## config.mk

```make
export PLATFORM = sky130hd
export DESIGN_NAME = rv_core_top
export DESIGN_NICKNAME = d
export VERILOG_FILES = /design/src/logic/rv_core_pkg.sv /design/src/logic/fetch_ctrl.sv /design/src/logic/inst_decoder.sv /design/src/logic/reg_file.sv /design/src/logic/alu_unit.sv /design/src/logic/branch_unit.sv /design/src/logic/commit_unit.sv /design/src/logic/rv_core_top.sv
export VERILOG_INCLUDE_DIRS = /design/src /design/src/logic
export SDC_FILE = /design/constraint.sdc
export NUM_CORES = 2
export LEC_CHECK = 0
export ABC_AREA = 1
export BUFFER_PORTS_ARGS = -buffer_cell sky130_fd_sc_hd__buf_2
export CAP_MARGIN = 0
export CORE_MARGIN = 8
export CORE_UTILIZATION = 40
export CTS_BUF_LIST = sky130_fd_sc_hd__clkbuf_16
export CTS_CLUSTER_SIZE = 30
export DETAILED_ROUTE_END_ITERATION = 6
export PLACE_DENSITY = 0.53
export SLEW_MARGIN = 10
export SYNTH_ARGS = -nofsm -noshare
export SYNTH_HDL_FRONTEND = slang
export SYNTH_SLANG_ARGS = --single-unit
export TNS_END_PERCENT = 10
```

## constraint.sdc

```tcl
create_clock -name clk -period 9.65 [get_ports clk]
set_input_delay 2.895 -clock clk [delete_from_list [all_inputs] [get_ports clk]]
set_output_delay 2.895 -clock clk [all_outputs]
set_load 0.03 [all_outputs]
```

## src/logic/rv_core_config.svh

```systemverilog
/* core-wide sizing macros: data width, register count, reset pc, phases per instruction */
`ifndef RV_CORE_CONFIG_SVH
`define RV_CORE_CONFIG_SVH

// data and address width
`define RV_XLEN 32

// integer register count, x0 included
`define RV_NUM_REGS 32

// first fetch address after reset
`define RV_RESET_PC 32'h8000_0000

// cycles per instruction, fetch then execute
`define RV_NUM_PHASES 2

`endif

```

## src/logic/rv_core_pkg.sv

```systemverilog
/* rv_core_pkg: word, register index, opcode, format, ALU op and select types */
`include "rv_core_config.svh"

package rv_core_pkg;

    typedef logic [`RV_XLEN-1:0] word_t;
    typedef logic [$clog2(`RV_NUM_REGS)-1:0] reg_idx_t;

    // major opcodes the core executes, everything else is a no-op
    typedef enum logic [6:0] {
        OPC_OP     = 7'b0110011,
        OPC_OP_IMM = 7'b0010011,
        OPC_LUI    = 7'b0110111,
        OPC_AUIPC  = 7'b0010111,
        OPC_JAL    = 7'b1101111,
        OPC_JALR   = 7'b1100111,
        OPC_BRANCH = 7'b1100011
    } opcode_t;

    typedef enum logic [2:0] {
        FMT_R,
        FMT_I,
        FMT_B,
        FMT_U,
        FMT_J,
        FMT_N   // no operands, unknown opcode
    } inst_fmt_t;

    typedef enum logic [3:0] {
        ALU_ADD,
        ALU_SUB,
        ALU_SLL,
        ALU_SLT,
        ALU_SLTU,
        ALU_XOR,
        ALU_SRL,
        ALU_SRA,
        ALU_OR,
        ALU_AND
    } alu_op_t;

    typedef enum logic [1:0] {
        OPA_REG,
        OPA_PC,     // auipc
        OPA_ZERO    // lui
    } opa_sel_t;

    typedef enum logic {
        WB_ALU,
        WB_LINK     // jal / jalr return address
    } wb_sel_t;

endpackage

```

## src/logic/fetch_ctrl.sv

```systemverilog
/* fetch_ctrl: fetch/execute phase counter, pc register and sequential pc */
`timescale 1ns/1ps
`include "rv_core_config.svh"

module fetch_ctrl (
    input  logic               clk,
    input  logic               reset,
    input  rv_core_pkg::word_t next_pc,
    output rv_core_pkg::word_t pc,
    output rv_core_pkg::word_t seq_pc,
    output logic               fetch_req,
    output logic               exec_phase
);
    import rv_core_pkg::*;

    localparam int unsigned PH_W = $clog2(`RV_NUM_PHASES);
    localparam int unsigned LAST_PH = `RV_NUM_PHASES - 1;

    logic [PH_W-1:0] phase;

    // phase 0 fetches, last phase executes
    always_ff @(posedge clk) begin
        if (reset) begin
            phase <= '0;
        end else if (exec_phase) begin
            phase <= '0;
        end else begin
            phase <= phase + 1'b1;
        end
    end

    assign fetch_req  = (phase == '0);
    assign exec_phase = (phase == PH_W'(LAST_PH));

    // pc only moves when an instruction completes
    always_ff @(posedge clk) begin
        if (reset) begin
            pc <= `RV_RESET_PC;
        end else if (exec_phase) begin
            pc <= next_pc;
        end
    end

    assign seq_pc = pc + word_t'(4);

endmodule

```

## src/logic/inst_decoder.sv

```systemverilog
/* inst_decoder: field split, format and immediate decode, ALU op and control decode */
`timescale 1ns/1ps

module inst_decoder (
    input  rv_core_pkg::word_t     instr,
    output rv_core_pkg::reg_idx_t  rd,
    output rv_core_pkg::reg_idx_t  rs1,
    output rv_core_pkg::reg_idx_t  rs2,
    output rv_core_pkg::word_t     imm,
    output rv_core_pkg::inst_fmt_t fmt,
    output rv_core_pkg::alu_op_t   alu_op,
    output rv_core_pkg::opa_sel_t  opa_sel,
    output logic                   use_imm,
    output logic                   is_branch,
    output logic                   is_jal,
    output logic                   is_jalr,
    output logic                   reg_write,
    output logic [2:0]             funct3,
    output rv_core_pkg::wb_sel_t   wb_sel
);
    import rv_core_pkg::*;

    logic [6:0] opcode;
    logic [6:0] funct7;
    logic       writes_rd;  // opcode has a destination

    assign opcode = instr[6:0];
    assign funct7 = instr[31:25];
    assign funct3 = instr[14:12];
    assign rd     = instr[11:7];
    assign rs1    = instr[19:15];
    assign rs2    = instr[24:20];

    always_comb begin
        case (opcode)
            OPC_OP:                        fmt = FMT_R;
            OPC_OP_IMM, OPC_JALR:          fmt = FMT_I;
            OPC_BRANCH:                    fmt = FMT_B;
            OPC_LUI, OPC_AUIPC:            fmt = FMT_U;
            OPC_JAL:                       fmt = FMT_J;
            default:                       fmt = FMT_N;
        endcase
    end

    // sign-extended immediates per format
    always_comb begin
        case (fmt)
            FMT_I:   imm = {{20{instr[31]}}, instr[31:20]};
            FMT_B:   imm = {{20{instr[31]}}, instr[7], instr[30:25], instr[11:8], 1'b0};
            FMT_U:   imm = {instr[31:12], 12'b0};
            FMT_J:   imm = {{12{instr[31]}}, instr[19:12], instr[20], instr[30:21], 1'b0};
            default: imm = '0;
        endcase
    end

    always_comb begin
        opa_sel   = OPA_REG;
        use_imm   = 1'b0;
        is_branch = 1'b0;
        is_jal    = 1'b0;
        is_jalr   = 1'b0;
        writes_rd = 1'b0;
        wb_sel    = WB_ALU;
        case (opcode)
            OPC_OP:     writes_rd = 1'b1;
            OPC_OP_IMM: begin
                use_imm   = 1'b1;
                writes_rd = 1'b1;
            end
            OPC_LUI: begin
                opa_sel   = OPA_ZERO;   // 0 + imm
                use_imm   = 1'b1;
                writes_rd = 1'b1;
            end
            OPC_AUIPC: begin
                opa_sel   = OPA_PC;
                use_imm   = 1'b1;
                writes_rd = 1'b1;
            end
            OPC_JAL: begin
                is_jal    = 1'b1;
                writes_rd = 1'b1;
                wb_sel    = WB_LINK;
            end
            OPC_JALR: begin
                is_jalr   = 1'b1;
                use_imm   = 1'b1;
                writes_rd = 1'b1;
                wb_sel    = WB_LINK;
            end
            OPC_BRANCH: is_branch = 1'b1;
            default: ;  // unknown opcode runs as a no-op
        endcase
    end

    assign reg_write = writes_rd && (rd != '0);

    // funct3/funct7 only matter for the arithmetic opcodes
    always_comb begin
        alu_op = ALU_ADD;
        if (opcode == OPC_OP || opcode == OPC_OP_IMM) begin
            case (funct3)
                3'b000:  alu_op = (fmt == FMT_R && funct7[5]) ? ALU_SUB : ALU_ADD;
                3'b001:  alu_op = ALU_SLL;
                3'b010:  alu_op = ALU_SLT;
                3'b011:  alu_op = ALU_SLTU;
                3'b100:  alu_op = ALU_XOR;
                3'b101:  alu_op = funct7[5] ? ALU_SRA : ALU_SRL;
                3'b110:  alu_op = ALU_OR;
                default: alu_op = ALU_AND;
            endcase
        end
    end

endmodule

```

## src/logic/reg_file.sv

```systemverilog
/* reg_file: integer register file, two combinational reads, one write, x0 hardwired */
`timescale 1ns/1ps
`include "rv_core_config.svh"

module reg_file (
    input  logic                  clk,
    input  logic                  reset,
    input  logic                  we,
    input  rv_core_pkg::reg_idx_t waddr,
    input  rv_core_pkg::reg_idx_t raddr1,
    input  rv_core_pkg::reg_idx_t raddr2,
    input  rv_core_pkg::word_t    wdata,
    output rv_core_pkg::word_t    rdata1,
    output rv_core_pkg::word_t    rdata2
);
    import rv_core_pkg::*;

    word_t regs [`RV_NUM_REGS];

    always_ff @(posedge clk) begin
        if (reset) begin
            for (int i = 0; i < `RV_NUM_REGS; i++) begin
                regs[i] <= '0;
            end
        end else if (we) begin
            regs[waddr] <= wdata;
        end
    end

    // x0 always reads zero
    always_comb begin
        rdata1 = (raddr1 == '0) ? '0 : regs[raddr1];
        rdata2 = (raddr2 == '0) ? '0 : regs[raddr2];
    end

endmodule

```

## src/logic/alu_unit.sv

```systemverilog
/* alu_unit: operand A/B selection and the ten RV32I integer operations */
`timescale 1ns/1ps

module alu_unit (
    input  rv_core_pkg::alu_op_t  alu_op,
    input  rv_core_pkg::opa_sel_t opa_sel,
    input  logic                  use_imm,
    input  rv_core_pkg::word_t    rs1_data,
    input  rv_core_pkg::word_t    rs2_data,
    input  rv_core_pkg::word_t    imm,
    input  rv_core_pkg::word_t    pc,
    output rv_core_pkg::word_t    alu_result
);
    import rv_core_pkg::*;

    word_t      opa;
    word_t      opb;
    logic [4:0] shamt;

    always_comb begin
        case (opa_sel)
            OPA_PC:   opa = pc;       // auipc
            OPA_ZERO: opa = '0;       // lui
            default:  opa = rs1_data;
        endcase
    end

    assign opb   = use_imm ? imm : rs2_data;
    assign shamt = opb[4:0];

    always_comb begin
        case (alu_op)
            ALU_ADD:  alu_result = opa + opb;
            ALU_SUB:  alu_result = opa - opb;
            ALU_SLL:  alu_result = opa << shamt;
            ALU_SLT:  alu_result = word_t'($signed(opa) < $signed(opb));
            ALU_SLTU: alu_result = word_t'(opa < opb);
            ALU_XOR:  alu_result = opa ^ opb;
            ALU_SRL:  alu_result = opa >> shamt;
            ALU_SRA:  alu_result = word_t'($signed(opa) >>> shamt);
            ALU_OR:   alu_result = opa | opb;
            ALU_AND:  alu_result = opa & opb;
            default:  alu_result = opa + opb;
        endcase
    end

endmodule

```

## src/logic/branch_unit.sv

```systemverilog
/* branch_unit: conditional branch compare and jump target for branches, jal and jalr */
`timescale 1ns/1ps

module branch_unit (
    input  logic               is_branch,
    input  logic               is_jal,
    input  logic               is_jalr,
    input  logic [2:0]         funct3,
    input  rv_core_pkg::word_t rs1_data,
    input  rv_core_pkg::word_t rs2_data,
    input  rv_core_pkg::word_t imm,
    input  rv_core_pkg::word_t pc,
    output logic               take_jump,
    output rv_core_pkg::word_t jump_target
);
    import rv_core_pkg::*;

    logic  cond;
    word_t base;
    word_t sum;

    always_comb begin
        case (funct3)
            3'b000:  cond = (rs1_data == rs2_data);                    // beq
            3'b001:  cond = (rs1_data != rs2_data);                    // bne
            3'b100:  cond = ($signed(rs1_data) < $signed(rs2_data));   // blt
            3'b101:  cond = ($signed(rs1_data) >= $signed(rs2_data));  // bge
            3'b110:  cond = (rs1_data < rs2_data);                     // bltu
            3'b111:  cond = (rs1_data >= rs2_data);                    // bgeu
            default: cond = 1'b0;
        endcase
    end

    // jalr is register relative, the rest pc relative
    assign base = is_jalr ? rs1_data : pc;
    assign sum  = base + imm;

    assign jump_target = is_jalr ? {sum[$bits(word_t)-1:1], 1'b0} : sum;
    assign take_jump   = is_jal || is_jalr || (is_branch && cond);

endmodule

```

## src/logic/commit_unit.sv

```systemverilog
/* commit_unit: write-back and next-pc selection, registered retire report */
`timescale 1ns/1ps

module commit_unit (
    input  logic                  clk,
    input  logic                  reset,
    input  logic                  exec_phase,
    input  logic                  reg_write,
    input  logic                  take_jump,
    input  rv_core_pkg::wb_sel_t  wb_sel,
    input  rv_core_pkg::reg_idx_t rd,
    input  rv_core_pkg::word_t    alu_result,
    input  rv_core_pkg::word_t    jump_target,
    input  rv_core_pkg::word_t    seq_pc,
    output rv_core_pkg::word_t    next_pc,
    output rv_core_pkg::word_t    wdata,
    output logic                  we,
    output logic                  retire_valid,
    output rv_core_pkg::reg_idx_t retire_rd,
    output rv_core_pkg::word_t    retire_data
);
    import rv_core_pkg::*;

    assign wdata   = (wb_sel == WB_LINK) ? seq_pc : alu_result;  // link is pc + 4
    assign next_pc = take_jump ? jump_target : seq_pc;
    assign we      = reg_write && exec_phase;   // write lands at end of execute

    always_ff @(posedge clk) begin
        if (reset) begin
            retire_valid <= 1'b0;
        end else begin
            retire_valid <= we;
        end
    end

    // report mirrors the register write, one cycle late
    always_ff @(posedge clk) begin
        if (we) begin
            retire_rd   <= rd;
            retire_data <= wdata;
        end
    end

endmodule

```

## src/logic/rv_core_top.sv

```systemverilog
/* rv_core_top: two-cycle RV32I integer core, fetch port in, retire report out */
`timescale 1ns/1ps

module rv_core_top (
    input  logic                  clk,
    input  logic                  reset,
    input  rv_core_pkg::word_t    instr,
    output logic                  fetch_req,
    output rv_core_pkg::word_t    pc,
    output logic                  retire_valid,
    output rv_core_pkg::reg_idx_t retire_rd,
    output rv_core_pkg::word_t    retire_data
);
    import rv_core_pkg::*;

    word_t     seq_pc;
    word_t     next_pc;
    logic      exec_phase;

    reg_idx_t  rd;
    reg_idx_t  rs1;
    reg_idx_t  rs2;
    word_t     imm;
    alu_op_t   alu_op;
    opa_sel_t  opa_sel;
    logic      use_imm;
    logic      is_branch;
    logic      is_jal;
    logic      is_jalr;
    logic      reg_write;
    logic [2:0] funct3;
    wb_sel_t   wb_sel;

    word_t     rs1_data;
    word_t     rs2_data;
    word_t     alu_result;
    logic      take_jump;
    word_t     jump_target;
    word_t     wdata;
    logic      we;

    fetch_ctrl u_fetch (
        .clk        (clk),
        .reset      (reset),
        .next_pc    (next_pc),
        .pc         (pc),
        .seq_pc     (seq_pc),
        .fetch_req  (fetch_req),
        .exec_phase (exec_phase)
    );

    inst_decoder u_dec (
        .instr     (instr),
        .rd        (rd),
        .rs1       (rs1),
        .rs2       (rs2),
        .imm       (imm),
        .fmt       (),
        .alu_op    (alu_op),
        .opa_sel   (opa_sel),
        .use_imm   (use_imm),
        .is_branch (is_branch),
        .is_jal    (is_jal),
        .is_jalr   (is_jalr),
        .reg_write (reg_write),
        .funct3    (funct3),
        .wb_sel    (wb_sel)
    );

    reg_file u_rf (
        .clk    (clk),
        .reset  (reset),
        .we     (we),
        .waddr  (rd),
        .raddr1 (rs1),
        .raddr2 (rs2),
        .wdata  (wdata),
        .rdata1 (rs1_data),
        .rdata2 (rs2_data)
    );

    alu_unit u_alu (
        .alu_op     (alu_op),
        .opa_sel    (opa_sel),
        .use_imm    (use_imm),
        .rs1_data   (rs1_data),
        .rs2_data   (rs2_data),
        .imm        (imm),
        .pc         (pc),
        .alu_result (alu_result)
    );

    branch_unit u_br (
        .is_branch   (is_branch),
        .is_jal      (is_jal),
        .is_jalr     (is_jalr),
        .funct3      (funct3),
        .rs1_data    (rs1_data),
        .rs2_data    (rs2_data),
        .imm         (imm),
        .pc          (pc),
        .take_jump   (take_jump),
        .jump_target (jump_target)
    );

    commit_unit u_commit (
        .clk          (clk),
        .reset        (reset),
        .exec_phase   (exec_phase),
        .reg_write    (reg_write),
        .take_jump    (take_jump),
        .wb_sel       (wb_sel),
        .rd           (rd),
        .alu_result   (alu_result),
        .jump_target  (jump_target),
        .seq_pc       (seq_pc),
        .next_pc      (next_pc),
        .wdata        (wdata),
        .we           (we),
        .retire_valid (retire_valid),
        .retire_rd    (retire_rd),
        .retire_data  (retire_data)
    );

endmodule

```

==> impl_metrics.sql <==
INSERT INTO impl_metrics (metric_group, metric, value, unit) VALUES
('placement', 'placement.io_buffers', '104', ''),
('floorplan', 'core_region_area', '183000', 'um2'),
('synthesis', 'yosys_warnings', '0', ''),
('worst_setup_path', 'critical_path_required_time', '10.17', 'ns'),
('worst_setup_path', 'rr_worst_depth', '24', ''),
('placement', 'place_ws', '-0.128', 'ns'),
('global_route', 'gr-total-overflow', '0', ''),
('synthesis', 'synth-main-ff-cell', 'edfxtp_1', ''),
('worst_setup_path', 'timing_worst_setup_path_type', 'in -> reg', ''),
('cts', 'post-cts-setup-buffer-count', '0', ''),
('cells_and_area', 'finalNetCount', '9606', ''),
('timing', 'timing_worst_slew_pin_value', '1.24', 'ns'),
('power_and_ir_drop', 'post-layout-total-power', '0.0150', 'W'),
('placement', 'dp.cells', '11700', ''),
('detailed_routing', 'avgRoutedWirePerCell', '30.5', 'um'),
('cts', 'cts-hold-fix-buffers', '0', ''),
('worst_setup_path', 'slowest_stage', 'nor4_1', ''),
('timing', 'postLayoutSetupSlackWorst', '0.467', 'ns'),
('floorplan', 'effective_utilization_at_floorplan', '0.402', ''),
('cells_and_area', 'post_layout_nonfiller_instances', '12000', ''),
('cts', 'cts_sinks', '1095', ''),
('detailed_routing', 'detail_route.drc_violations', '1', ''),
('cells_and_area', 'final_design_area_no_fill', '81400', 'um2'),
('worst_setup_path', 'crit_top_cell', 'nand2_1', ''),
('timing', 'unrepaired_setup_endpoints_after_global_routing', 'no', ''),
('timing', 'slew-limit-headroom', '0.167', ''),
('timing', 'hold_violations', '0', ''),
('floorplan', 'fp.dieW', '445', 'um'),
('worst_setup_path', 'critical_path.reg2reg.endpoint', 'u_rf.regs[22][0]$_SDFFCE_PN0P_', ''),
('cts', 'cts-buffers-inserted', '132', ''),
('synthesis', 'synth_sequential_area_ratio', '0.442', ''),
('worst_setup_path', 'reg2reg_setup_slack', '3.45', 'ns'),
('timing', 'setup_violations', '0', ''),
('timing', 'period_minus_slack', '9.18', 'ns'),
('placement', 'gpl.final_weighted_congestion', '1.03', ''),
('worst_setup_path', 'crit_path_end_kind', 'flip-flop', ''),
('cells_and_area', 'layout-drive-gt1-share', '0.0985', ''),
('cts', 'cts_tree', 'built', ''),
('cts', 'clk_transition_reported_paths', '0.05', 'ns'),
('detailed_routing', 'detail_route.iter0.violations', '12100', ''),
('detailed_routing', 'drt_first_pass_iters', '7', ''),
('worst_setup_path', 'crit_cells', '33', ''),
('detailed_routing', 'post_drt_via_cell_ratio', '6.28', ''),
('outcome', 'failed_checks', 'DRC', ''),
('power_and_ir_drop', 'power.leakage', '32.7', 'nW'),
('timing', 'finalSetupTns', '0', 'ns'),
('cts', 'htreeDepth', '4', ''),
('floorplan', 'row_count', '157', ''),
('cts', 'clk_latency', '0.83', 'ns'),
('worst_setup_path', 'r2r-start', 'u_rf.regs[30][21]$_SDFFCE_PN0P_', ''),
('worst_setup_path', 'critPathLaunchType', 'primary input', ''),
('global_route', 'antenna_violations_before_repair', '9', ''),
('worst_setup_path', 'worst_path_largest_cell_delay', '0.76', 'ns'),
('cts', 'clk_path_buf_depth', '3', ''),
('synthesis', 'synth_seq_cells', '1095', ''),
('worst_setup_path', 'critical-path-top-delay-family', 'simple AND/OR/NAND/NOR gates', ''),
('synthesis', 'synth_edf_count', '1061', ''),
('outcome', 'outcome', 'finished with violations', ''),
('global_route', 'grt_pass1_wl', '511000', 'um'),
('timing', 'report.final.slew_viol_count', '0', ''),
('cts', 'cts.repair.resized', '0', ''),
('global_route', 'via_count_of_the_first_global_routing_pass', '69900', ''),
('synthesis', 'synth_cell_type_count', '71', ''),
('worst_setup_path', 'critical_path.startpoint', 'instr[0]', ''),
('worst_setup_path', 'worstPathMaxFanout', '32', ''),
('global_route', 'grt_start_max_net_pins', '153', ''),
('synthesis', 'syn_inst', '9567', ''),
('synthesis', 'synth_area_per_cell', '7.69', 'um2'),
('worst_setup_path', 'crit_end', 'u_rf.regs[17][28]$_SDFFCE_PN0P_', ''),
('floorplan', 'dieHeight', '445', 'um'),
('worst_setup_path', 'critPathArrivalTime', '9.71', 'ns');
-- how the worst min path moves through the flow --
stage | endpoint | startpoint | depth (start not counted)
detailed placement | u_fetch.pc[31]$_SDFFE_PP1P_ | u_fetch.pc[31]$_SDFFE_PP1P_ | 2
global placement | u_fetch.pc[31]$_SDFFE_PP1P_ | u_fetch.pc[31]$_SDFFE_PP1P_ | 2
global route | u_fetch.pc[21]$_SDFFE_PP0P_ | u_fetch.pc[21]$_SDFFE_PP0P_ | 2
floorplan | u_fetch.pc[2]$_SDFFE_PP0P_ | u_fetch.exec_phase$_SDFF_PP0_ | 3
CTS | u_fetch.pc[30]$_SDFFE_PP0P_ | u_fetch.pc[30]$_SDFFE_PP0P_ | 2
finish | u_fetch.pc[30]$_SDFFE_PP0P_ | u_fetch.pc[30]$_SDFFE_PP0P_ | 2
-- through the flow --
| stage | util | hold slack, ns |
|---|---|---|
| 6_report | 0.445 | 0.571 |
| 5_1_grt | 0.445 | 0.591 |
| 3_5_place_dp | 0.422 | 0.553 |
| 4_1_cts | 0.445 | 0.570 |
| 2_1_floorplan | - | 0.506 |
| 3_3_place_gp | 0.422 | 0.553 |
-- cells in the mapped netlist (45+ instances only) --
library cell,count,area [um2]
nand3_1,1240,6210
xor2_1,69,604
clkbuf_1,389,1460
o221ai_1,183,1600
buf_6,56,631
nor2_1,1203,4520
o21ai_0,700,3500
buf_4,116,871
nand2_1,2311,8670
o211ai_1,65,488
o22ai_1,60,375
inv_1,393,1480
nand4_1,54,338
a21oi_1,810,4050
nor2_2,45,282
buf_2,218,1090
edfxtp_1,1061,31900
ha_1,163,2040
-- cell usage in the layout, fill, tap and decap left out, types with 47 or more instances in the layout --
master,count
nor2_2,47
nand3_1,1240
clkbuf_16,136
xor2_1,69
nand2_1,2267
o22ai_1,60
edfxtp_1,1061
inv_1,402
o211ai_1,65
buf_4,322
inv_2,54
o221ai_1,183
buf_12,68
nand4_1,54
buf_2,96
nor2_1,1200
o21ai_0,700
a21oi_1,810
ha_1,163
nand2_2,53
-- logic make-up after synthesis --
group | Yosys count | share of synthesized area
buffers and inverters | 1258 | 0.0798
xor gates and xnor gates | 87 | 0.0104
AOI/OAI and AO/OA | 1959 | 0.150
other | 1 | 0.0000510
DFF | 1095 | 0.442
and+or+nand+nor | 5001 | 0.289
adders and majority gates | 166 | 0.0285
-- sequential cells by signal, indices dropped and copies added, names as in the netlist --
name                   count
u_commit.retire_rd         5
u_fetch.exec_phase         1
u_commit.retire_valid      1
u_fetch.pc                32
u_commit.retire_data      32
u_rf.regs               1024
-- worst reg2reg max path: cells and delay by family (launching register included) --
kind | cells | cell delay, ns
buf+inv | 5 | 0.85
compound gates | 5 | 2.31
flops | 1 | 0.34
simple gates | 12 | 1.95
fa+ha+maj | 1 | 0.30
xor+xnor | 1 | 0.17
-- layout make-up --
| class | instances | area, um2 |
|---|---|---|
| inverters | 441 | 1720 |
| multi-input cells | 7245 | 35400 |
| repair buffers | 491 | 4330 |
| diodes | 4 | 10.0 |
| clock inverters | 99 | 893 |
| clock buffers | 136 | 3400 |
| well taps | 2464 | 3080 |
| fillers | 18400 | 101000 |
| flip-flops and latches | 1095 | 32500 |
-- where the power goes --
group | internal, W | switching [W]
Combinational | 0.00116 | 0.00332
Clock | 0.00289 | 0.00220
Sequential | 0.00539 | 0.0000886
-- layer usage --
metal  GRT usage  up-vias  wire length (um)
li1            -    32500                 -
met3      0.0726     1119             41500
met1       0.464    36200            141000
met2       0.529     5359            156000
met5           0        -                 7
met4       0.219        2             27000
(Power assumes the default switching activity.)
